<file path="config.mk">
export PLATFORM = sky130hd
export DESIGN_NAME = window_ctrl_fsm
export DESIGN_NICKNAME = d
export VERILOG_FILES = /design/src/logic/window_ctrl_fsm.sv
export SDC_FILE = /design/constraint.sdc
export NUM_CORES = 1
export LEC_CHECK = 0
export ABC_CLOCK_PERIOD_IN_PS = 1710
export BUFFER_PORTS_ARGS = -buffer_cell sky130_fd_sc_hd__buf_2
export CORE_AREA = 2 2 39 41
export DETAILED_ROUTE_END_ITERATION = 12
export DIE_AREA = 0 0 41 43
export PLACE_DENSITY_LB_ADDON = 0.15
export SLEW_MARGIN = 40
export SYNTH_ARGS = -nofsm -noshare
export SYNTH_HDL_FRONTEND = slang
export SYNTH_SLANG_ARGS = --single-unit
</file>
<file path="constraint.sdc">
create_clock -name clk -period 1.71 [get_ports clk]
set_clock_uncertainty 0.15 [all_clocks]
set_input_delay 0.342 -clock clk [delete_from_list [all_inputs] [get_ports clk]]
set_output_delay 0.342 -clock clk [all_outputs]
set_load 0.01 [all_outputs]
</file>
<file path="src/logic/window_ctrl_fsm.sv">
// Window generator control FSM
`timescale 1ns/1ns
`default_nettype none

module window_ctrl_fsm (
    input  wire  clk,
    input  wire  reset_n,
    input  wire  i_start,
    input  wire  i_pixel_valid,
    input  wire  i_conv_ready,
    input  wire  i_row_filled,
    input  wire  i_load_done,
    input  wire  i_rows_remain,
    input  wire  i_col_last,
    input  wire  i_row_last,
    output logic o_fill_active,
    output logic o_pix_we,
    output logic o_col_step,
    output logic o_row_step,
    output logic o_frame_clear,
    output logic o_done
);

    typedef enum logic [2:0] {
        S_IDLE,
        S_LOAD,
        S_CONV,
        S_ROLL,
        S_FINISH
    } state_t;

    state_t state;
    state_t state_nxt;
    logic   fill_pending;  // Spare line still waiting for its row

    always_comb begin
        state_nxt = state;
        case (state)
            S_IDLE:   if (i_start) state_nxt = S_LOAD;
            S_LOAD:   if (i_load_done) state_nxt = S_CONV;  // Rows 0 to 4 present
            S_CONV:   if (o_col_step && i_col_last) state_nxt = S_ROLL;
            S_ROLL: begin
                // Next output row needs the prefetched line
                if (!fill_pending) state_nxt = i_row_last ? S_FINISH : S_CONV;
            end
            S_FINISH: state_nxt = S_IDLE;
            default:  state_nxt = S_IDLE;
        endcase
    end

    always_ff @(posedge clk) begin
        if (!reset_n) begin
            state        <= S_IDLE;
            fill_pending <= 1'b0;
        end else begin
            state <= state_nxt;
            if (state == S_LOAD && i_load_done) begin
                fill_pending <= 1'b1;  // Prefetch row 5 during output row 0
            end else if (o_row_step && i_rows_remain) begin
                fill_pending <= 1'b1;
            end else if (i_row_filled) begin
                fill_pending <= 1'b0;
            end
        end
    end

    assign o_fill_active = (state == S_LOAD && !i_load_done) || fill_pending;
    assign o_pix_we      = i_pixel_valid && o_fill_active;
    assign o_col_step    = (state == S_CONV) && i_conv_ready;  // One window per ready edge
    assign o_row_step    = (state == S_ROLL) && !fill_pending && !i_row_last;
    assign o_frame_clear = (state == S_IDLE) && i_start;
    assign o_done        = (state == S_FINISH);

endmodule

`default_nettype wire

</file>
==> flow_summary.yaml <==
worst_setup_path:
  crit_path_max_fanout: 3
  cpPeakStageDelay_ps: 340
  critPathTopFamily: "simple AND/OR/NAND/NOR gates"
  critical_path_class: "reg -> out"
  cp.required_ps: 1220
  crit_chain: "and2b_2 -> a21o_1 -> and2_1 -> buf_2"
  crit_arrival_ps: 1220
  startpoint_type: "flop"
  worst-path-buf-inv: 1
  crit_slowest_cell: "dfxtp_4"
  cp-end-kind: "output port"
global_route:
  grt_pass1_wl_mm: 1.14
  grt_max_degree: 9
  grtUsageTotal: 0.101
  grt-ovfl-total: 0
  antenna_found_initial: 0
  grt_pass1_vias: 280
timing:
  timing.hold.ws_ps: 195
  max_freq_mhz: 586
  setup_violations: 0
  min_period_ps: 1710
  fin_ws_ps: 2.83
  worst_pin_slew_ps: 213
  hold_viol_final: 0
  final-max-slew-violation-count: 0
  fin_crit_sh: 0.998
  slew_headroom: 0.856
  rsz0062_at_grt: "true"
clock_network:
  cts_buffers: 3
  clockRootBuffer: "clkbuf_4"
  htreeDepth: 1
  clockBufferDepth: 2
  tritoncts: "done"
  holdBufCountCts: 0
  clock_latency_ps: 240
  clkSinkCount: 4
  clkTransAtPathRegs_ps: 40
power:
  p_sw_frac: 0.248
  pwr-share-comb: 0.231
  seqPwrFrac: 0.361
  power_leakage_nw: 0.217
  p_int_uw: 217
  p_per_area_nw_per_um2: 690
  switchingPower_uw: 71.4
  ir_worst_vdd_v: 0.000458
  p_clk_frac: 0.408
drt:
  wl_per_cell_um: 10.2
  route.vias.total: 289
  dr.pass1.iters: 2
  drt-total-wl_um: 674
  drcViolationCount: 0
  drtAntennaViolNets: 0
  drt_iter0_drc: 1
  viasPerCell: 4.38
synth:
  syn_area_per_cell_um2: 9.19
  ys_ff_latch: 4
  ys_types: 19
  seq_area_frac_synth: 0.300
  yosys_warnings: 0
  synth_top_area_share: 0.300
  syn_area_um2: 267
  synth_area_leader_cell: "dfxtp_1"
  syn_inst: 29
  synth_nets: 39
  ys_top_cells_by_area: "dfxtp_1 (30%), mux4_2 (8.5%), nand4bb_2 (6.1%)"
job:
  maxCapViolCount: 0
place:
  io_buffers: 15
  dp_hpwl_um: 507
  post-place-cells: 59
  gp_congestion: 0.721
  pre_cts_slack_ps: 146
cells_and_area:
  area.sequential_um2: 88.8
  stdcell_count: 66
  nets: 62
  multi_input_area_um2: 174
  syn2layout_area_growth_pct: 56.8
  fill_cells: 150
  drive_gt1_frac: 0.580
  antenna_cells: 0
die:
  dieHeight_um: 43
  die_w_um: 41
  fp.coreArea_um2: 1380
  io_pins: 16
  initial_core_util: 0.193
  dieArea_um2: 1760
  rows: 14
run_status:
  status: "complete, no violations"
min_path:
  hold_class: "in -> reg"
## synthesized netlist by cell type (all sizes together)
cell / n
and4bb: 1
nor2b: 2
nor3b: 1
nor4b: 1
dfxtp: 4
a22o: 1
nand4bb: 1
and2: 2
o31a: 1
inv: 2
nor3: 1
and2b: 1
nand3b: 1
mux4: 1
nor2: 3
and3: 2
a21o: 2
nand2: 1
buf: 1
## through the flow
step                utilization  setup TNS, ps  instance area (um^2)  power [mW]
floorplan                     -              0                   267       0.141
global placement          0.258              0                   357       0.163
detailed placement        0.258              0                   357       0.164
CTS                       0.302          -13.4                   418       0.295
global route              0.302          -70.4                   418       0.308
finish                    0.302              0                   418       0.288
## registers in the layout, summed over array words and instances, names as in the netlist
signal / cells
state: 3
fill_pending: 1
## kinds of logic after synthesis
| family | Yosys count | share of synthesized area |
|---|---|---|
| AND/OR/NAND/NOR | 17 | 0.446 |
| AO/OA/AOI/OAI | 4 | 0.122 |
| flip-flops | 4 | 0.300 |
| buffers and inverters | 3 | 0.0469 |
| multiplexers | 1 | 0.0845 |
## layer usage
layer	wire length, um	GRT usage	vias to the layer above
met2	329	0.153	10
met3	54	0.0838	0
met5	0	0	-
li1	-	-	148
met1	290	0.0939	131
met4	0	0.0400	0
## power groups by stage
stage                     Combinational, mW  Sequential, mW  Clock [mW]
after CTS                            0.0672           0.104       0.124
after floorplan                      0.0370           0.104           0
after global placement               0.0529           0.111           0
final                                0.0667           0.104       0.118
after detailed placement             0.0534           0.111           0
after global routing                 0.0732           0.105       0.130
## worst register-to-register path, stage by stage, from the launching register on
cell and delay, ps:
dfxtp_4 340, buf_4 140, a21o_1 140, mux4_2 440, and3_1 190
## repair_timing
item,CTS,global route
setup endpoints to repair,1,2
gates resized for setup,5,0
buffers inserted,4,0
## cell usage in the layout (no fill, tap or decap), drive strengths merged
cell type | netlist | layout
and4bb | 1 | 1
nand3b | 1 | 1
buf | 1 | 19
nand4bb | 1 | 1
nand2 | 1 | 1
a21o | 2 | 2
mux4 | 1 | 1
and2b | 1 | 1
inv | 2 | 2
nor3 | 1 | 1
nor4b | 1 | 1
o31a | 1 | 1
nor3b | 1 | 1
clkbuf | 0 | 3
a22o | 1 | 1
and2 | 2 | 2
dfxtp | 4 | 4
nor2 | 3 | 3
and3 | 2 | 2
nor2b | 2 | 2
## worst paths after layout
| check | from | to | slack [ps] | cells past startpoint |
|---|---|---|---|---|
| min | i_row_last | state[2] | 190 | 3 |
| max | state[2] | o_pix_we | 3 | 4 |
| min reg2reg | state[1] | state[2] | 410 | 2 |
| max reg2reg | state[2] | state[0] | 200 | 4 |
## final cells by class
| cell class | count | area share |
|---|---|---|
| clock buffers | 3 | 0.0539 |
| inverters | 2 | 0.0180 |
| multi-input cells | 22 | 0.416 |
| flip-flops and latches | 4 | 0.213 |
| well taps | 16 | 0.0479 |
| repair buffers | 19 | 0.251 |
(Power assumes the default switching activity.)
