### config.mk
export PLATFORM = sky130hd
export DESIGN_NAME = window_register
export DESIGN_NICKNAME = d
export VERILOG_FILES = /design/src/logic/conv_window_pkg.sv /design/src/logic/window_register.sv
export SDC_FILE = /design/constraint.sdc
export NUM_CORES = 1
export LEC_CHECK = 0
export BUFFER_PORTS_ARGS = -buffer_cell sky130_fd_sc_hd__buf_2
export CAP_MARGIN = 20
export CORE_ASPECT_RATIO = 1.75
export CORE_MARGIN = 8
export CORE_UTILIZATION = 45
export DETAILED_ROUTE_END_ITERATION = 10
export GPL_TIMING_DRIVEN = 0
export PLACE_DENSITY = 0.72
export SLEW_MARGIN = 20
export SYNTH_ARGS = -nofsm -noshare
export SYNTH_HDL_FRONTEND = slang
export SYNTH_SLANG_ARGS = --single-unit
### constraint.sdc
create_clock -name clk -period 3.9 [get_ports clk]
set_clock_uncertainty 0.1 [all_clocks]
set_input_delay 0.78 -clock clk [delete_from_list [all_inputs] [get_ports clk]]
set_output_delay 0.78 -clock clk [all_outputs]
set_load 0.01 [all_outputs]
### src/logic/conv_window_pkg.sv
// Convolution window shared definitions
`default_nettype none

package conv_window_pkg;

    localparam int img_size    = 32;  // Frame width and height
    localparam int kernel_size = 5;
    localparam int out_size    = img_size - kernel_size + 1;  // Valid windows per row
    localparam int num_lines   = 6;   // Five read lines plus one prefetch line

    localparam int pixel_w    = 8;
    localparam int col_w      = 5;
    localparam int fill_row_w = 6;    // Counts 0 to 32 filled rows
    localparam int line_w     = 3;

    typedef logic [pixel_w-1:0] pixel_t;
    typedef logic signed [pixel_w-1:0] spixel_t;

    // Window row i, column j at [i][j]
    typedef spixel_t [kernel_size-1:0][kernel_size-1:0] window_t;

    // Five pixels per physical line, indexed by line slot
    typedef pixel_t [num_lines-1:0][kernel_size-1:0] block_t;

endpackage

`default_nettype wire
### src/logic/window_register.sv
// Window row select and output register
`timescale 1ns/1ns
`default_nettype none

module window_register (
    input  wire                                 clk,
    input  wire                                 reset_n,
    input  conv_window_pkg::block_t             i_block,
    input  wire  [conv_window_pkg::line_w-1:0]  i_rd_base,
    input  wire                                 i_capture,
    input  wire                                 i_first,
    input  wire                                 i_last,
    output conv_window_pkg::window_t            o_window,
    output logic                                o_valid,
    output logic                                o_row_start,
    output logic                                o_row_end
);

    conv_window_pkg::window_t window_nxt;

    always_comb begin
        logic [conv_window_pkg::line_w:0] slot;  // One spare bit for the wrap

        slot = '0;
        for (int r = 0; r < conv_window_pkg::kernel_size; r++) begin
            slot = {1'b0, i_rd_base} + r[conv_window_pkg::line_w:0];
            if (slot >= conv_window_pkg::num_lines) begin
                slot = slot - conv_window_pkg::num_lines[conv_window_pkg::line_w:0];
            end
            for (int k = 0; k < conv_window_pkg::kernel_size; k++) begin
                window_nxt[r][k] = $signed(i_block[slot[conv_window_pkg::line_w-1:0]][k]);
            end
        end
    end

    always_ff @(posedge clk) begin
        if (i_capture) o_window <= window_nxt;
    end

    always_ff @(posedge clk) begin
        if (!reset_n) begin
            o_valid     <= 1'b0;
            o_row_start <= 1'b0;
            o_row_end   <= 1'b0;
        end else begin
            o_valid     <= i_capture;
            o_row_start <= i_capture && i_first;  // Aligned with the first window
            o_row_end   <= i_capture && i_last;
        end
    end

endmodule

`default_nettype wire

==> results.yml, run 1 <==
run_status:
  outcome: "complete, no violations"
pwr:
  irDropWorstVdd_mv: 0.342
  swShare_pct: 33.2
  p_leak_nw: 7.66
  power_frac_comb_pct: 32.2
  clockPowerShare_pct: 28.9
  total_power_mw: 7.48
  powerDensity_nw_per_um2: 419
  p_int_mw: 5.00
  switching_power_mw: 2.48
  p_seq_share_pct: 38.9
floorplan:
  fp.dieW_um: 151
  dieHeight_um: 252
  die-area_um2: 37900
  row_count: 86
  ios: 451
  core_um2: 31400
  start_util_pct: 45.4
clock_tree:
  clkSinkCount: 203
  post_cts_buffers: 0
  cts_buffer_depth: 3
  htreeDepth: 1
  cts_made_buffers: 21
  clkTransAtPathRegs_ns: 0.06
  cts_root_buffer: "clkbuf_16"
  cts_tree: "done"
synthesis:
  syn_nets: 1518
  syn_area_um2: 14300
  netlist_instances: 1260
  synthDistinctLibCells: 33
  yosys_warnings: 0
  ys_ff_latch: 203
  postSynthAreaPerCell_um2: 11.3
  yosysSeqAreaShare_pct: 42.5
setup_path:
  worstSetupStartpointType: "primary input"
  end_kind: "flop"
  cp.required_ns: 4.08
  worstSetupPathType: "in2reg"
  arrival_ns: 4.08
  path_max_fanout: 19
finish:
  final_cell_mix: "478 x buf_2, 201 x mux2i_1, 200 x edfxtp_1"
  finalNetCount: 1991
  fin_area_um2: 17800
  final_core_utilization_pct: 56.8
  areaGrowthSynthToFinish_pct: 25.1
  final_common_cell: "buf_2"
  final_cells: 2152
  drive_above_1_share_pct: 42.3
placed_design:
  port_buffers: 450
  place_ws_ns: -1.54
  dp_hpwl_mm: 46.0
  placed_area_um2: 17100
  placedCellCount: 2107
  gp_congestion: 0.934
drt:
  vias: 14000
  dr.pass1.iters: 6
  viasPerCell: 6.49
  drtAntennaViolNets: 0
  route.detailed.drc: 0
  drt-total-wl_mm: 63.1
  wire_per_inst_um: 29.3
  drtIter0Drc: 1392
sta:
  fin_crit_sh_pct: 99.9
  maxSlewViolCount: 0
  hold_slack_ns: 0.392
  setup_viol: 0
  slew_headroom_pct: 36.4
  fin_setup_tns_ns: 0
  finalHoldViolCount: 0
  clock.fmax_mhz: 257
  post-route-min-period_ns: 3.90
  worstMarginPinSlew_ns: 0.954
  finalWorstSetupSlack_ns: 0.00380
worst_hold_path:
  min-delay-start: "reset_n"
  min_path_type: "in2reg"
  holdPathStages: 2
  hold_end: "o_valid"
grt:
  antenna_found_initial: 9
  grt_usage_pct: 31.6
  overflow: 0
  grt_max_degree: 108
  grt_first_pass_wirelength_mm: 89.7
  first_global_vias: 14300
run:
  drv_cap: 0
-- cell usage after synthesis, drive strengths merged --
master | instances | area share (%)
a211oi | 40 | 2.1
a21o | 43 | 2.3
a21oi | 42 | 1.5
a221o | 1 | 0.070
a22o | 40 | 2.5
a32o | 40 | 2.8
and2 | 1 | 0.044
and3 | 4 | 0.18
buf | 42 | 1.4
clkbuf | 88 | 2.3
dfxtp | 3 | 0.42
edfxtp | 200 | 42
ha | 10 | 0.88
inv | 5 | 0.13
mux2 | 200 | 16
mux2i | 201 | 14
nand2 | 45 | 1.2
nand2b | 2 | 0.088
nand3 | 3 | 0.11
nor2 | 81 | 2.1
nor3 | 41 | 1.5
o21a | 2 | 0.11
o21ai | 2 | 0.070
o22ai | 40 | 1.8
o32ai | 40 | 2.5
or3 | 40 | 1.8
xnor2 | 2 | 0.18
xor2 | 2 | 0.12
-- cell type report --
class / instances / area (um^2)
diodes: 9 / 22.5
clock buffers: 28 / 582
fillers: 2808 / 13600
well taps: 396 / 495
inverters: 5 / 18.8
plain buffers: 129 / 581
clock inverters: 9 / 120
repair buffers: 451 / 2290
flip-flops and latches: 203 / 6070
multi-input cells: 922 / 7670
-- critical path, stage by stage --
cell and delay [ns]:
buf_2 0.16, buf_2 0.31, buf_6 0.33, buf_4 0.30
inv_1 0.09, ha_1 0.30, xnor2_4 0.27, a21o_1 0.27
buf_2 0.37, buf_2 0.33, a211oi_1 0.11, o32ai_1 0.42
-- cell families (layout without fill, tap and decap cells) --
family,Yosys count,after routing,synth area share [%]
buffers and inverters,135,622,3.89
XOR/XNOR,4,4,0.298
multiplexers,401,401,29.9
AND/OR/NAND/NOR,217,217,6.95
AO/OA/AOI/OAI,290,290,15.6
adder cells (fa/ha/maj),10,10,0.877
flip-flops,203,203,42.5
other,0,9,0
-- timing repair --
item                                    4_1_cts  5_1_grt
gates resized for setup                      25        8
endpoints found under the setup margin      119       80
hold buffers                                  0        0
-- how the worst max path moves through the flow --
| stage | startpoint | cells past startpoint | slack [ns] | end |
|---|---|---|---|---|
| finish | i_rd_base[0] | 12 | 0.004 | o_window[152] |
| global route | i_rd_base[0] | 12 | -0.01 | o_window[152] |
| CTS | i_rd_base[0] | 12 | 0.03 | o_window[128] |
| detailed placement | i_rd_base[0] | 13 | -1.54 | o_window[148] |
| global placement | i_rd_base[0] | 13 | -1.49 | o_window[148] |
| floorplan | i_rd_base[0] | 12 | 0.32 | o_window[79] |
-- power groups by stage --
| stage | sequential (mW) | combinational [mW] | clock (mW) |
|---|---|---|---|
| floorplan | 3.09 | 1.15 | 0 |
| global placement | 2.96 | 2.30 | 0 |
| detailed placement | 2.95 | 2.33 | 0 |
| CTS | 2.91 | 2.35 | 2.17 |
| global route | 2.93 | 2.51 | 2.24 |
| finish | 2.91 | 2.41 | 2.16 |
-- state kept, by name, indices dropped and copies added (netlist names) --
name         count
o_window       200
o_row_start      1
o_row_end        1
o_valid          1
-- per-layer routing --
layer  up-vias  GRT usage, %  wire, um
met5         -             0         0
li1       5919             -         -
met2      1105          53.7     30900
met4         0          21.0      4260
met3       254          5.53      6240
met1      6690          35.6     21800
(Power assumes the default switching activity.)
==> run 2, diff against run 1 <==
- ABC_AREA: not set -> 1
==> results.yml, run 2 <==
floorplan:
  start_util_pct: 45.5
  ios: 451
  core_um2: 30000
  die-area_um2: 36300
  dieHeight_um: 246
  fp.dieW_um: 148
  row_count: 84
pwr:
  clockPowerShare_pct: 28.1
  p_seq_share_pct: 38.8
  total_power_mw: 7.48
  powerDensity_nw_per_um2: 436
  swShare_pct: 37.6
  p_int_mw: 4.67
  p_leak_nw: 8.02
  irDropWorstVdd_mv: 0.349
  switching_power_mw: 2.81
  power_frac_comb_pct: 33.1
grt:
  first_global_vias: 16400
  overflow: 0
  grt_usage_pct: 42.7
  grt_max_degree: 86
  grt_first_pass_wirelength_mm: 111
  antenna_found_initial: 9
synthesis:
  synth_commonest_cells: "633 x nand2_1, 357 x o21ai_0, 295 x nand3_1, 200 x edfxtp_1, 134 x inv_1"
  syn_nets: 2137
  yosysTopAreaCellShare_pct: 44.0
  yosysSeqAreaShare_pct: 44.5
  ys_ff_latch: 203
  async_flop_share_pct: 0
  synth-compound-area-share_pct: 15.2
  synth_area_leaders: "edfxtp_1 44%, nand2_1 17%, o21ai_0 13%"
  syn_area_um2: 13600
  ys.flop_type: "edfxtp_1"
  synth.mux.area_fraction_pct: 0
  synth-edff-count: 200
  synth_fa_ha_area_share_pct: 0.918
  synth_top_family_by_area: "simple AND/OR/NAND/NOR gates"
  synth-simple-area-share_pct: 30.6
  synthDistinctLibCells: 24
  synth_top_cell_by_area: "edfxtp_1"
  netlist_instances: 1879
  synth_xor_area_share_pct: 0.0642
  postSynthAreaPerCell_um2: 7.26
  yosys_warnings: 0
  yosysMostFrequentCell: "nand2_1"
placed_design:
  placedCellCount: 2718
  gp_congestion: 1.11
  place_ws_ns: -0.206
  port_buffers: 450
  dp_hpwl_mm: 62.8
worst_hold_path:
  min_path_type: "in2reg"
drt:
  vias: 16900
  viasPerCell: 6.12
  dr.pass1.iters: 6
  drt-total-wl_mm: 80.1
  wire_per_inst_um: 29.0
  route.detailed.drc: 0
  drtIter0Drc: 2195
  drtAntennaViolNets: 0
sta:
  setup_viol: 0
  worstMarginPinSlew_ns: 1.27
  finalHoldViolCount: 0
  rsz0062_at_grt: "no"
  clock.fmax_mhz: 274
  post-route-min-period_ns: 3.64
  fin_setup_tns_ns: 0
  slew_headroom_pct: 14.1
  maxSlewViolCount: 0
  finalWorstSetupSlack_ns: 0.257
  fin_crit_sh_pct: 93.4
clock_tree:
  htreeDepth: 1
  cts_root_buffer: "clkbuf_16"
  cts.repair.resized: 0
  cts_tree: "done"
  clkSinkCount: 203
  cts_made_buffers: 21
  post_cts_buffers: 0
  clkTransAtPathRegs_ns: 0.07
  cts_buffer_depth: 3
  postCtsHoldBufs: 0
finish:
  final_cells: 2760
  top_register: "o_window"
  final_cell_mix: "633 x nand2_1, 501 x buf_2, 342 x o21ai_0"
  final_common_cell: "nand2_1"
  nFillCells: 2896
  largest_reg_flops: 200
  areaGrowthSynthToFinish_pct: 25.7
  final_core_utilization_pct: 57.2
  drive_above_1_share_pct: 23.3
  finalNetCount: 2612
setup_path:
  worstSetupPathType: "in2reg"
  arrival_ns: 3.80
  worstSetupStartpointType: "primary input"
  cp.required_ns: 4.06
  end_kind: "flop"
  path_max_fanout: 11
run_status:
  outcome: "complete, no violations"
run:
  drv_cap: 0
[run 2: cell count changes after synthesis, sizes merged, moves of 79 or more]
cell,change
nand3,+293
nor2,-79
o21ai,+382
nand2,+589
mux2,-200
inv,+132
mux2i,-201
[run 2: worst paths after layout]
kind	from	to	cells past startpoint
setup / recovery	i_rd_base[0]	o_window[66]	16
hold / removal	i_last	o_row_end	3
[run 2: cells by family (layout without fill, tap and decap cells)]
group / after synthesis / after routing
AO/OA/AOI/OAI: 405 / 405
other: 0 / 4
XOR/XNOR: 1 / 1
adder cells (fa/ha/maj): 10 / 10
AND/OR/NAND/NOR: 972 / 972
buffers and inverters: 288 / 778
flip-flops: 203 / 203
[run 2: worst max-delay path, stage by stage]
cell and delay, ns:
buf_2 0.13, buf_4 0.18, buf_6 0.16, inv_2 0.12
buf_6 0.17, buf_2 0.27, ha_1 0.33, inv_2 0.14
nand2_1 0.07, nand3_1 0.10, nand3_1 0.24, nand2_1 0.40
buf_2 0.32, nand2_1 0.09, nand3_1 0.11, nand2_1 0.16
[run 2: area by class of cell]
| type | count | area (um^2) | share of cell area [%] |
|---|---|---|---|
| inverter | 138 | 518 | 3.02 |
| antenna | 4 | 10.0 | 0.0584 |
| buffer | 150 | 673 | 3.93 |
| clock buffer | 23 | 533 | 3.11 |
| clock inverter | 15 | 163 | 0.949 |
| sequential | 203 | 6070 | 35.4 |
| tap | 387 | 484 | 2.82 |
| timing repair buffer | 452 | 2320 | 13.5 |
| multi-input combinational | 1388 | 6380 | 37.2 |
[run 2: power by group through the flow]
stage                     clock network (mW)  logic [mW]  registers (mW)
after floorplan                            0        1.02            3.09
after global placement                     0        2.34            2.95
after detailed placement                   0        2.36            2.94
after CTS                               2.11        2.37            2.90
after global routing                    2.19        2.59            2.92
final                                   2.10        2.47            2.90
[run 2: metal layers]
layer / share of wire, % / global-route usage [%]
met4: 11 / 40.4
met2: 47 / 71.8
met5: 0.081 / 0
met3: 11 / 9.90
met1: 30 / 42.8
[run 2: metrics by stage]
stage	hold slack [ns]	instance area [um^2]
4_1_cts	0.362	17100
3_5_place_dp	0.911	16400
5_1_grt	0.376	17100
2_1_floorplan	0.792	13600
6_report	0.364	17100
3_3_place_gp	0.900	16400
