[config.mk]
export PLATFORM = sky130hd
export DESIGN_NAME = scan_counters
export DESIGN_NICKNAME = d
export VERILOG_FILES = /design/src/logic/conv_window_pkg.sv /design/src/logic/scan_counters.sv
export SDC_FILE = /design/constraint.sdc
export NUM_CORES = 1
export LEC_CHECK = 0
export ABC_CLOCK_PERIOD_IN_PS = 2500
export BUFFER_PORTS_ARGS = -buffer_cell sky130_fd_sc_hd__buf_2
export CAP_MARGIN = 10
export CORE_MARGIN = 10
export CORE_UTILIZATION = 30
export CTS_CLUSTER_SIZE = 20
export DETAILED_ROUTE_END_ITERATION = 6
export REMOVE_ABC_BUFFERS = 1
export SYNTH_ARGS = -nofsm -noshare
export SYNTH_HDL_FRONTEND = slang
export SYNTH_SLANG_ARGS = --single-unit
[constraint.sdc]
create_clock -name clk -period 2.5 [get_ports clk]
set_clock_uncertainty 0.2 [all_clocks]
set_input_delay 0.25 -clock clk [delete_from_list [all_inputs] [get_ports clk]]
set_output_delay 0.25 -clock clk [all_outputs]
set_load 0.1 [all_outputs]
[src/logic/conv_window_pkg.sv]
// Convolution window shared definitions
`default_nettype none

package conv_window_pkg;

    localparam int img_size    = 32;  // Frame width and height
    localparam int kernel_size = 5;
    localparam int out_size    = img_size - kernel_size + 1;  // Valid windows per row
    localparam int num_lines   = 6;   // Five read lines plus one prefetch line

    localparam int pixel_w    = 8;
    localparam int col_w      = 5;
    localparam int fill_row_w = 6;    // Counts 0 to 32 filled rows
    localparam int line_w     = 3;

    typedef logic [pixel_w-1:0] pixel_t;
    typedef logic signed [pixel_w-1:0] spixel_t;

    // Window row i, column j at [i][j]
    typedef spixel_t [kernel_size-1:0][kernel_size-1:0] window_t;

    // Five pixels per physical line, indexed by line slot
    typedef pixel_t [num_lines-1:0][kernel_size-1:0] block_t;

endpackage

`default_nettype wire
[src/logic/scan_counters.sv]
// Write and window scan counters
`timescale 1ns/1ns
`default_nettype none

module scan_counters (
    input  wire                                       clk,
    input  wire                                       reset_n,
    input  wire                                       i_frame_clear,
    input  wire                                       i_pix_we,
    input  wire                                       i_col_step,
    input  wire                                       i_row_step,
    output logic [conv_window_pkg::line_w-1:0]        o_wr_line,
    output logic [conv_window_pkg::col_w-1:0]         o_wr_col,
    output logic [conv_window_pkg::col_w-1:0]         o_win_col,
    output logic [conv_window_pkg::line_w-1:0]        o_rd_base,
    output logic                                      o_row_filled,
    output logic                                      o_load_done,
    output logic                                      o_rows_remain,
    output logic                                      o_col_first,
    output logic                                      o_col_last,
    output logic                                      o_row_last
);

    logic [conv_window_pkg::fill_row_w-1:0] filled_rows;  // Image rows fully written
    logic [conv_window_pkg::col_w-1:0]      out_row;

    // Write side
    always_ff @(posedge clk) begin
        if (!reset_n || i_frame_clear) begin
            o_wr_col    <= '0;
            o_wr_line   <= '0;
            filled_rows <= '0;
        end else if (i_pix_we) begin
            if (o_row_filled) begin
                o_wr_col    <= '0;
                o_wr_line   <= (o_wr_line == conv_window_pkg::num_lines - 1) ?
                               '0 : o_wr_line + 1'b1;
                filled_rows <= filled_rows + 1'b1;
            end else begin
                o_wr_col <= o_wr_col + 1'b1;
            end
        end
    end

    // Read side
    always_ff @(posedge clk) begin
        if (!reset_n || i_frame_clear) begin
            o_win_col <= '0;
            out_row   <= '0;
            o_rd_base <= '0;
        end else if (i_row_step) begin
            o_win_col <= '0;
            out_row   <= out_row + 1'b1;
            o_rd_base <= (o_rd_base == conv_window_pkg::num_lines - 1) ?
                         '0 : o_rd_base + 1'b1;
        end else if (i_col_step && !o_col_last) begin
            o_win_col <= o_win_col + 1'b1;  // Holds at the last column
        end
    end

    // Row completes on the write of its last column
    assign o_row_filled  = i_pix_we && (o_wr_col == conv_window_pkg::img_size - 1);
    assign o_load_done   = (filled_rows == conv_window_pkg::kernel_size);
    assign o_rows_remain = (filled_rows < conv_window_pkg::img_size);
    assign o_col_first   = (o_win_col == '0);
    assign o_col_last    = (o_win_col == conv_window_pkg::out_size - 1);
    assign o_row_last    = (out_row == conv_window_pkg::out_size - 1);

endmodule

`default_nettype wire

==> results of run 1 <==
-- repair_timing --
item	4_1_cts	5_1_grt
gates resized for setup	0	1
endpoints found under the setup margin	0	1
setup buffers	0	0
-- metal layers --
metal | wire (um) | vias up
met5 | 0 | -
met4 | 8 | 0
met3 | 187 | 2
met2 | 1140 | 21
met1 | 1210 | 465
li1 | - | 511
-- cells in the final DEF (no fill, tap or decap), types with 2 or more instances in the layout --
master	count
a21boi_0	2
a21oi_1	6
buf_2	26
clkbuf_8	3
dfxtp_1	27
ha_1	7
inv_1	6
mux2i_1	4
nand2_1	9
nand3_1	6
nand4_1	6
nor2_1	19
nor3_1	2
o21ai_0	5
or3_1	5
xnor2_1	5
xor2_1	8
-- kinds of logic after synthesis --
| group | Yosys count | synth area share [%] |
|---|---|---|
| mux | 4 | 3.24 |
| compound gates | 15 | 7.19 |
| xor+xnor | 13 | 9.21 |
| flops | 27 | 43.7 |
| simple gates | 57 | 25.1 |
| buf+inv | 12 | 4.45 |
| fa+ha+maj | 7 | 7.08 |
-- state kept, by name (all words and copies together) (netlist names) --
name         count
o_rd_base        3
filled_rows      6
o_win_col        5
o_wr_line        3
out_row          5
o_wr_col         5
-- final cells by class --
class                   count  area [um^2]
clock inverters             1         7.51
clock buffers               3         41.3
flip-flops and latches     27          541
well taps                  50         62.6
inverters                   7         26.3
repair buffers             28          145
fillers                   433         2540
multi-input cells          96          641
-- through the flow --
step | util (%) | instances
6_report | 36.6 | 212
5_1_grt | 36.6 | 212
4_1_cts | 36.5 | 212
3_5_place_dp | 35.3 | 208
3_3_place_gp | 35.3 | 208
2_1_floorplan | - | 130
-- path summary, 6_finish.rpt --
| path | start | end | slack [ns] | cells past startpoint |
|---|---|---|---|---|
| worst max register to register | o_wr_col[0]$_SDFFE_PP0P_ | filled_rows[5]$_SDFFE_PP0P_ | 0.57 | 6 |
| worst max-delay path | o_wr_col[0]$_SDFFE_PP0P_ | o_row_filled | 0.15 | 5 |
| worst min-delay path | i_col_step | o_win_col[1]$_SDFFE_PP0P_ | 0.1 | 3 |
| worst min register to register | o_wr_line[2]$_SDFFE_PP0P_ | o_wr_line[2]$_SDFFE_PP0P_ | 0.28 | 2 |
-- worst max-delay path, stage by stage, from the launching register on --
cell	delay, ns
dfxtp_1	0.40
ha_1	0.19
and3_1	0.16
ha_1	0.22
and2_1	0.28
clkbuf_4	0.38
-- power groups by stage --
stage	Combinational (mW)	Clock [mW]	Sequential, mW
2_1_floorplan	0.0220	0	0.467
3_3_place_gp	0.0610	0	0.448
3_5_place_dp	0.0611	0	0.448
4_1_cts	0.0614	0.272	0.438
5_1_grt	0.0664	0.293	0.439
6_report	0.0604	0.250	0.438
==> results.toml, run 1 <==
[grt]
grt_use_total_pct = 7.29
grt_pass1_wl_um = 4400
grt_use_met2_pct = 11.8
busiest_layer = "met2"
grt_max_degree = 17
antenna_found_initial = 0
grt_use_met1_pct = 8.34
grt_use_met3_pct = 3.86
grt_pass1_vias = 955
gr-total-overflow = 0

[power_and_ir_drop]
p_clk_share_pct = 33.4
leakagePower_nw = 0.636
seq_power_share_pct = 58.5
swShare_pct = 24.8
power_frac_comb_pct = 8.1
p_switching_uw = 185
finalPower_uw = 748
p_per_area_nw_per_um2 = 511
intPower_uw = 563
irDropWorstVdd_mv = 0.326

[floorplanning]
rows = 23
core-area_um2 = 4000
fp.dieW_um = 84.2
initial_utilization_pct = 30.9
io_pins = 28
die_area_um2 = 7090
die_h_um = 84.2

[timing]
slew_headroom_pct = 67.1
finalSetupViolations = 0
tns_ns = 0
rsz0062_at_grt = "no"
hold_ws_ns = 0.0958
hold_viol_final = 0
fin_crit_ns = 2.35
layout_setup_ws_ns = 0.152
fin_crit_sh_pct = 93.9
clock.fmax_mhz = 426
worst_pin_slew_ns = 0.497
final_max_slew_viol_count = 0

[synthesis]
synth_top_cell_area_share_pct = 43.7
synth_cells = 135
synth.most_common_cell = "dfxtp_1"
netlist_area_um2 = 1240
syn_avg_cell_area_um2 = 9.16
synth_top_cell_by_area = "dfxtp_1"
synth_area_leaders = "dfxtp_1, ha_1, nor2_1"
ys.flop_type = "dfxtp_1"
synth_edf_count = 0
synth_cell_type_count = 31
synthTopCellsByCount = "dfxtp_1, nor2_1, nand2_1, xor2_1, ha_1"
synth-async-reset-ratio_pct = 0
yosysSeqAreaShare_pct = 43.7
ys_seq_elements = 27
yosysWarningCount = 0

[clock_tree]
cts.clk_slew.worst_paths_ns = 0.10
htree_levels = 1
cts_sinks = 27
clock_path_buffers = 2
cts_tree = "built"
cts_buffers = 3
clock_latency_ns = 0.27
cts_root_buf = "clkbuf_8"
postCtsHoldBufs = 0

[job]
maxCapViolations = 0

[final_layout]
fin_area_um2 = 1460
final_nets = 176
drive_above_1_share_pct = 22.2
syn2layout_area_growth_pct = 18.4
diodes = 0

[detailed_routing]
routed_via_density = 4.71
ant_nets = 0
dr.pass1.iters = 4
drc = 0
wire_per_inst_um = 12.0
drt_iter0_drc = 57
wl_um = 2540
num_vias = 999

[status]
status = "completed"

[place]
io_buffers = 27
routabilityCongestion = 0.714
place_ws_ns = 0.342
hpwl_um = 2010
place_area_um2 = 1410

[hold_path]
hp-class = "in -> reg"

[critical_path]
crit_path_end_kind = "output port"
critical_path_class = "reg -> out"
start_kind = "flop"
cp.required_ns = 2.05
path_max_fanout = 6
arrival_ns = 1.90
No activity file was read; power rests on OpenSTA's default activity.
==> inputs of run 2 (changes only) <==
--- a/config.mk
+++ b/config.mk
@@ -8,10 +8,14 @@
 export ABC_CLOCK_PERIOD_IN_PS = 2500
 export BUFFER_PORTS_ARGS = -buffer_cell sky130_fd_sc_hd__buf_2
 export CAP_MARGIN = 10
+export CELL_PAD_IN_SITES_DETAIL_PLACEMENT = 0
+export CELL_PAD_IN_SITES_GLOBAL_PLACEMENT = 1
 export CORE_MARGIN = 10
 export CORE_UTILIZATION = 30
 export CTS_CLUSTER_SIZE = 20
 export DETAILED_ROUTE_END_ITERATION = 6
+export MAX_ROUTING_LAYER = met4
+export PLACE_DENSITY_LB_ADDON = 0.1
 export REMOVE_ABC_BUFFERS = 1
 export SYNTH_ARGS = -nofsm -noshare
 export SYNTH_HDL_FRONTEND = slang
==> run 2 against run 1 <==
  * Fmax up 0.22%
  * Worst hold slack about the same
  * Via count down 1.4%
  * Largest cell class unchanged
==> results.toml, run 2 (synthesis gave the netlist of run 1 again) <==
[power_and_ir_drop]
p_switching_uw = 189
intPower_uw = 563
leakagePower_nw = 0.636
p_clk_share_pct = 33.7
p_per_area_nw_per_um2 = 514
power_frac_comb_pct = 8.0
finalPower_uw = 752
irDropWorstVdd_mv = 0.325
seq_power_share_pct = 58.2
swShare_pct = 25.2

[grt]
antenna_found_initial = 0
grt_pass1_wl_um = 4400
grt_pass1_vias = 968
gr-total-overflow = 0
grt_use_total_pct = 7.59
grt_max_degree = 17

[detailed_routing]
drc = 0
ant_nets = 0
routed_via_density = 4.65
dr.pass1.iters = 4
num_vias = 985
drt_iter0_drc = 57
wl_um = 2660
wire_per_inst_um = 12.6

[place]
routabilityCongestion = 0.733
hpwl_um = 2020
dp.cells = 208
io_buffers = 27
place_ws_ns = 0.376

[status]
status = "completed"

[timing]
slew_headroom_pct = 67.2
fin_crit_ns = 2.34
final_max_slew_viol_count = 0
fin_crit_sh_pct = 93.7
finalSetupViolations = 0
worst_pin_slew_ns = 0.496
tns_ns = 0
hold_viol_final = 0
clock.fmax_mhz = 427
rsz0062_at_grt = "no"
layout_setup_ws_ns = 0.157

[critical_path]
r2r_slack_ns = 0.57
path_max_fanout = 6
cp.required_ns = 2.05
critical_path_class = "reg -> out"
reg2regPathDepth = 6
crit_path_end_kind = "output port"
start_kind = "flop"
rr_startpoint = "o_wr_col[0]$_SDFFE_PP0P_"
arrival_ns = 1.89
r2r-end = "o_wr_line[2]$_SDFFE_PP0P_"

[clock_tree]
cts.clk_slew.worst_paths_ns = 0.10
postCtsHoldBufs = 0
clock_path_buffers = 2
cts_root_buf = "clkbuf_8"
cts_tree = "built"
htree_levels = 1
cts_buffers = 3
cts_sinks = 27
clock_latency_ns = 0.27

[job]
maxCapViolations = 0

[final_layout]
mostFrequentLayoutCells = "dfxtp_1, buf_2, nor2_1"
diodes = 0
finalNonFillerCells = 212
largest_reg_flops = 6
largest-register = "filled_rows"
drive_above_1_share_pct = 22.2
utilization_pct = 36.6
syn2layout_area_growth_pct = 18.4
final_nets = 176
layout_commonest_cell = "dfxtp_1"

[floorplanning]
fp.dieW_um = 84.2
die_h_um = 84.2
rows = 23
die_area_um2 = 7090
core-area_um2 = 4000
initial_utilization_pct = 30.9
io_pins = 28

[hold_path]
whs_endpoint = "o_win_col[1]$_SDFFE_PP0P_"
hp-class = "in -> reg"
hold_path.startpoint = "i_col_step"
holdPathStages = 3
[run 2: cell counts in the layout (fill, tap and decap cells not counted)]
Identical to the previous run, type by type.
[run 2: critical path, stage by stage (launching register included)]
cell and delay [ns]:
dfxtp_1 0.40, ha_1 0.18, and3_1 0.16, ha_1 0.22, and2_1 0.27, clkbuf_4 0.38
[run 2: cell type report]
class                           instances  area, um^2
Tap cell                               50        62.6
Inverter                                7        26.3
Fill cell                             438        2540
Multi-Input combinational cell         96         641
Clock inverter                          1        7.51
Timing Repair Buffer                   28         145
Sequential cell                        27         541
Clock buffer                            3        41.3
[run 2: power groups by stage]
| stage | logic [mW] | registers (mW) | clock network (mW) |
|---|---|---|---|
| 2_1_floorplan | 0.0220 | 0.467 | 0 |
| 5_1_grt | 0.0653 | 0.439 | 0.287 |
| 4_1_cts | 0.0617 | 0.438 | 0.274 |
| 6_report | 0.0605 | 0.438 | 0.254 |
| 3_5_place_dp | 0.0616 | 0.448 | 0 |
| 3_3_place_gp | 0.0607 | 0.448 | 0 |
[run 2: worst max-delay path by stage]
stage,from,end,slack [ns],cells past startpoint
after detailed placement,o_wr_col[0]$_SDFFE_PP0P_,o_row_filled,0.38,5
after CTS,o_wr_col[0]$_SDFFE_PP0P_,o_row_filled,0.04,5
after global placement,o_wr_col[0]$_SDFFE_PP0P_,o_row_filled,0.40,5
after global routing,o_wr_col[1]$_SDFFE_PP0P_,o_row_filled,0.05,5
after floorplan,o_win_col[0]$_SDFFE_PP0P_,o_col_first,-2.02,3
final,o_wr_col[0]$_SDFFE_PP0P_,o_row_filled,0.16,5
[run 2: per-layer routing]
layer  global-route usage [%]  share of wire, %  vias to the layer above
met1                     7.61                45                      457
met4                     1.37              0.71                        0
met5                        -                 0                        -
li1                         -                 -                      514
met3                     2.90               3.5                        2
met2                     13.8                50                       12
[run 2: metrics by stage]
step                cell area (um^2)  hold slack [ns]
detailed placement              1410            0.282
global route                    1460            0.131
global placement                1410            0.261
CTS                             1460           0.0914
finish                          1460           0.0958
floorplan                       1210            0.129
[run 2: what timing repair did]
| item | in CTS | in global routing |
|---|---|---|
| setup endpoints to repair | 0 | 1 |
| gates resized for setup | 0 | 1 |
| buffers inserted | 0 | 0 |
| hold endpoints to repair | 0 | 0 |
==> inputs of run 3 (changes only) <==
--- a/config.mk
+++ b/config.mk
@@ -5,6 +5,7 @@
 export SDC_FILE = /design/constraint.sdc
 export NUM_CORES = 1
 export LEC_CHECK = 0
+export ABC_AREA = 1
 export ABC_CLOCK_PERIOD_IN_PS = 2500
 export BUFFER_PORTS_ARGS = -buffer_cell sky130_fd_sc_hd__buf_2
 export CAP_MARGIN = 10
==> run 3 against run 2 <==
  * Clock-buffer cell count stayed put
  * Non-clock buffer count down 1
  * Wire length is 13% higher
  * Final cell count rose by 24%
  * Via count up 19%
  * Area after synthesis is 12% higher
  * Flip-flop and latch count unchanged
  * Critical path depth increased by 2
  * Final area up 11%
  * Critical path type unchanged
==> results.toml, run 3 <==
[power_and_ir_drop]
irDropWorstVdd_mv = 0.306
swShare_pct = 26.5
p_switching_uw = 203
p_per_area_nw_per_um2 = 474
seq_power_share_pct = 57.4
intPower_uw = 563
leakagePower_nw = 0.709
p_clk_share_pct = 32.5
power_frac_comb_pct = 10.0

[clock_tree]
postCtsSetupBuffers = 0
postCtsHoldBufs = 0
cts_tree = "built"
cts_root_buf = "clkbuf_8"
clock_latency_ns = 0.27
cts_sinks = 27
htree_levels = 1
cts_buffers = 3
post_cts_resized = 0
clock_path_buffers = 2
cts.clk_slew.worst_paths_ns = 0.09

[final_layout]
final_nets = 224
diodes = 0
finalNonFillerCells = 262
largest_reg_flops = 6
largest-register = "filled_rows"
drive_above_1_share_pct = 25.2
utilization_pct = 36.6
syn2layout_area_growth_pct = 16.4
mostFrequentLayoutCells = "nand2_1, dfxtp_1, inv_1, buf_2, nor2_1"
layout_commonest_cell = "nand2_1"

[timing]
rsz0062_at_grt = "no"
finalSetupViolations = 0
clock.fmax_mhz = 434
tns_ns = 0
fin_crit_ns = 2.30
worst_pin_slew_ns = 0.499
slew_headroom_pct = 67.0
final_max_slew_viol_count = 0
hold_viol_final = 0
hold_ws_ns = 0.0865
layout_setup_ws_ns = 0.196
fin_crit_sh_pct = 92.2

[floorplanning]
initial_utilization_pct = 31.5
io_pins = 28
die_area_um2 = 7760
core-area_um2 = 4410
die_h_um = 88.1
rows = 24
fp.dieW_um = 88.1

[place]
hpwl_um = 2390
place_ws_ns = 0.390
routabilityCongestion = 0.821
dp.cells = 258
io_buffers = 27

[critical_path]
endpoint = "o_row_filled"
start_kind = "flop"
cp_slowest_cell = "dfxtp_1"
path_max_fanout = 7
r2r_slack_ns = 0.67
reg2regPathDepth = 9
r2r-end = "filled_rows[3]$_SDFFE_PP0P_"
max_stage_delay_ns = 0.40
cp.depth = 7
crit_chain = "ha_1, inv_1, nor3_1, ha_1, nand2_8, clkinv_4, clkbuf_4"
critPathLaunch = "o_wr_col[0]$_SDFFE_PP0P_"
critical_path_class = "reg -> out"
arrival_ns = 1.85
critPathTopFamily = "buffers and inverters"
crit_path_end_kind = "output port"
cp_num_buf_inv = 3
crit_top_cell = "ha_1"
rr_startpoint = "o_wr_col[0]$_SDFFE_PP0P_"
cp.required_ns = 2.05

[detailed_routing]
dr.pass1.iters = 2
num_vias = 1174
routed_via_density = 4.48
wire_per_inst_um = 11.5
ant_nets = 0
drc = 0
drt_iter0_drc = 32
wl_um = 3010

[hold_path]
holdPathStages = 2
hp-class = "in -> reg"

[grt]
antenna_found_initial = 0
gr-total-overflow = 0
grt_pass1_wl_um = 5210
grt_pass1_vias = 1142
grt_max_degree = 16
grt_use_total_pct = 8.44

[synthesis]
ys.flop_type = "dfxtp_1"
netlist_area_um2 = 1390
synth_area_leaders = "dfxtp_1, nand2_1, inv_1"
synth_edf_count = 0
synth_top_cell_area_share_pct = 38.9
syn_avg_cell_area_um2 = 7.64
synthTopCellsByCount = "nand2_1, dfxtp_1, inv_1, nor2_1, a21oi_1"
synth_cells = 182
synth_top_cell_by_area = "dfxtp_1"
synth.most_common_cell = "nand2_1"
synth-async-reset-ratio_pct = 0
yosysSeqAreaShare_pct = 38.9
ys_seq_elements = 27
yosysWarningCount = 0
synth_cell_type_count = 29

[status]
status = "completed"

[job]
maxCapViolations = 0
run 3: worst min-delay path by stage:
stage          slack, ns               startpoint                        end
6_report            0.09               i_row_step    out_row[1]$_SDFFE_PP0P_
3_5_place_dp        0.28  out_row[0]$_SDFFE_PP0P_    out_row[0]$_SDFFE_PP0P_
3_3_place_gp        0.27  out_row[0]$_SDFFE_PP0P_    out_row[0]$_SDFFE_PP0P_
4_1_cts             0.08               i_row_step    out_row[0]$_SDFFE_PP0P_
5_1_grt             0.08               i_col_step  o_win_col[2]$_SDFFE_PP0P_
2_1_floorplan       0.14               i_row_step    out_row[0]$_SDFFE_PP0P_
run 3: routing by layer:
| layer | routed length, um | share of wire [%] | up-vias | GRT usage [%] |
|---|---|---|---|---|
| met1 | 1330 | 44 | 528 | 9.33 |
| li1 | - | - | 627 | - |
| met3 | 164 | 5.5 | 2 | 2.79 |
| met4 | 21 | 0.70 | 0 | 2.14 |
| met2 | 1490 | 49 | 17 | 14.3 |
| met5 | 0 | 0 | - | - |
run 3: cell type report:
| type | count | area [um^2] |
|---|---|---|
| inverter | 31 | 121 |
| tap | 52 | 65.1 |
| clock buffer | 3 | 41.3 |
| sequential | 27 | 541 |
| timing repair buffer | 27 | 138 |
| multi-input combinational | 121 | 707 |
| fill | 479 | 2800 |
| clock inverter | 1 | 5.00 |
run 3: metrics by stage:
| stage | cell area (um^2) | power, mW |
|---|---|---|
| 2_1_floorplan | 1370 | 0.506 |
| 3_3_place_gp | 1570 | 0.527 |
| 3_5_place_dp | 1570 | 0.528 |
| 4_1_cts | 1620 | 0.787 |
| 5_1_grt | 1620 | 0.808 |
| 6_report | 1620 | 0.766 |
run 3: cells by family after synthesis:
group                      synth area share (%)
AOI/OAI and AO/OA                          8.73
xor gates and xnor gates                   1.89
adders and majority gates                  6.30
buffers and inverters                      10.3
DFF                                        38.9
and+or+nand+nor                            33.9
run 3: power groups by stage:
stage          registers [mW]  logic (mW)  clock network [mW]
5_1_grt                 0.441      0.0837               0.283
3_3_place_gp            0.450      0.0777                   0
2_1_floorplan           0.476      0.0300                   0
6_report                0.440      0.0769               0.249
4_1_cts                 0.440      0.0783               0.268
3_5_place_dp            0.450      0.0782                   0
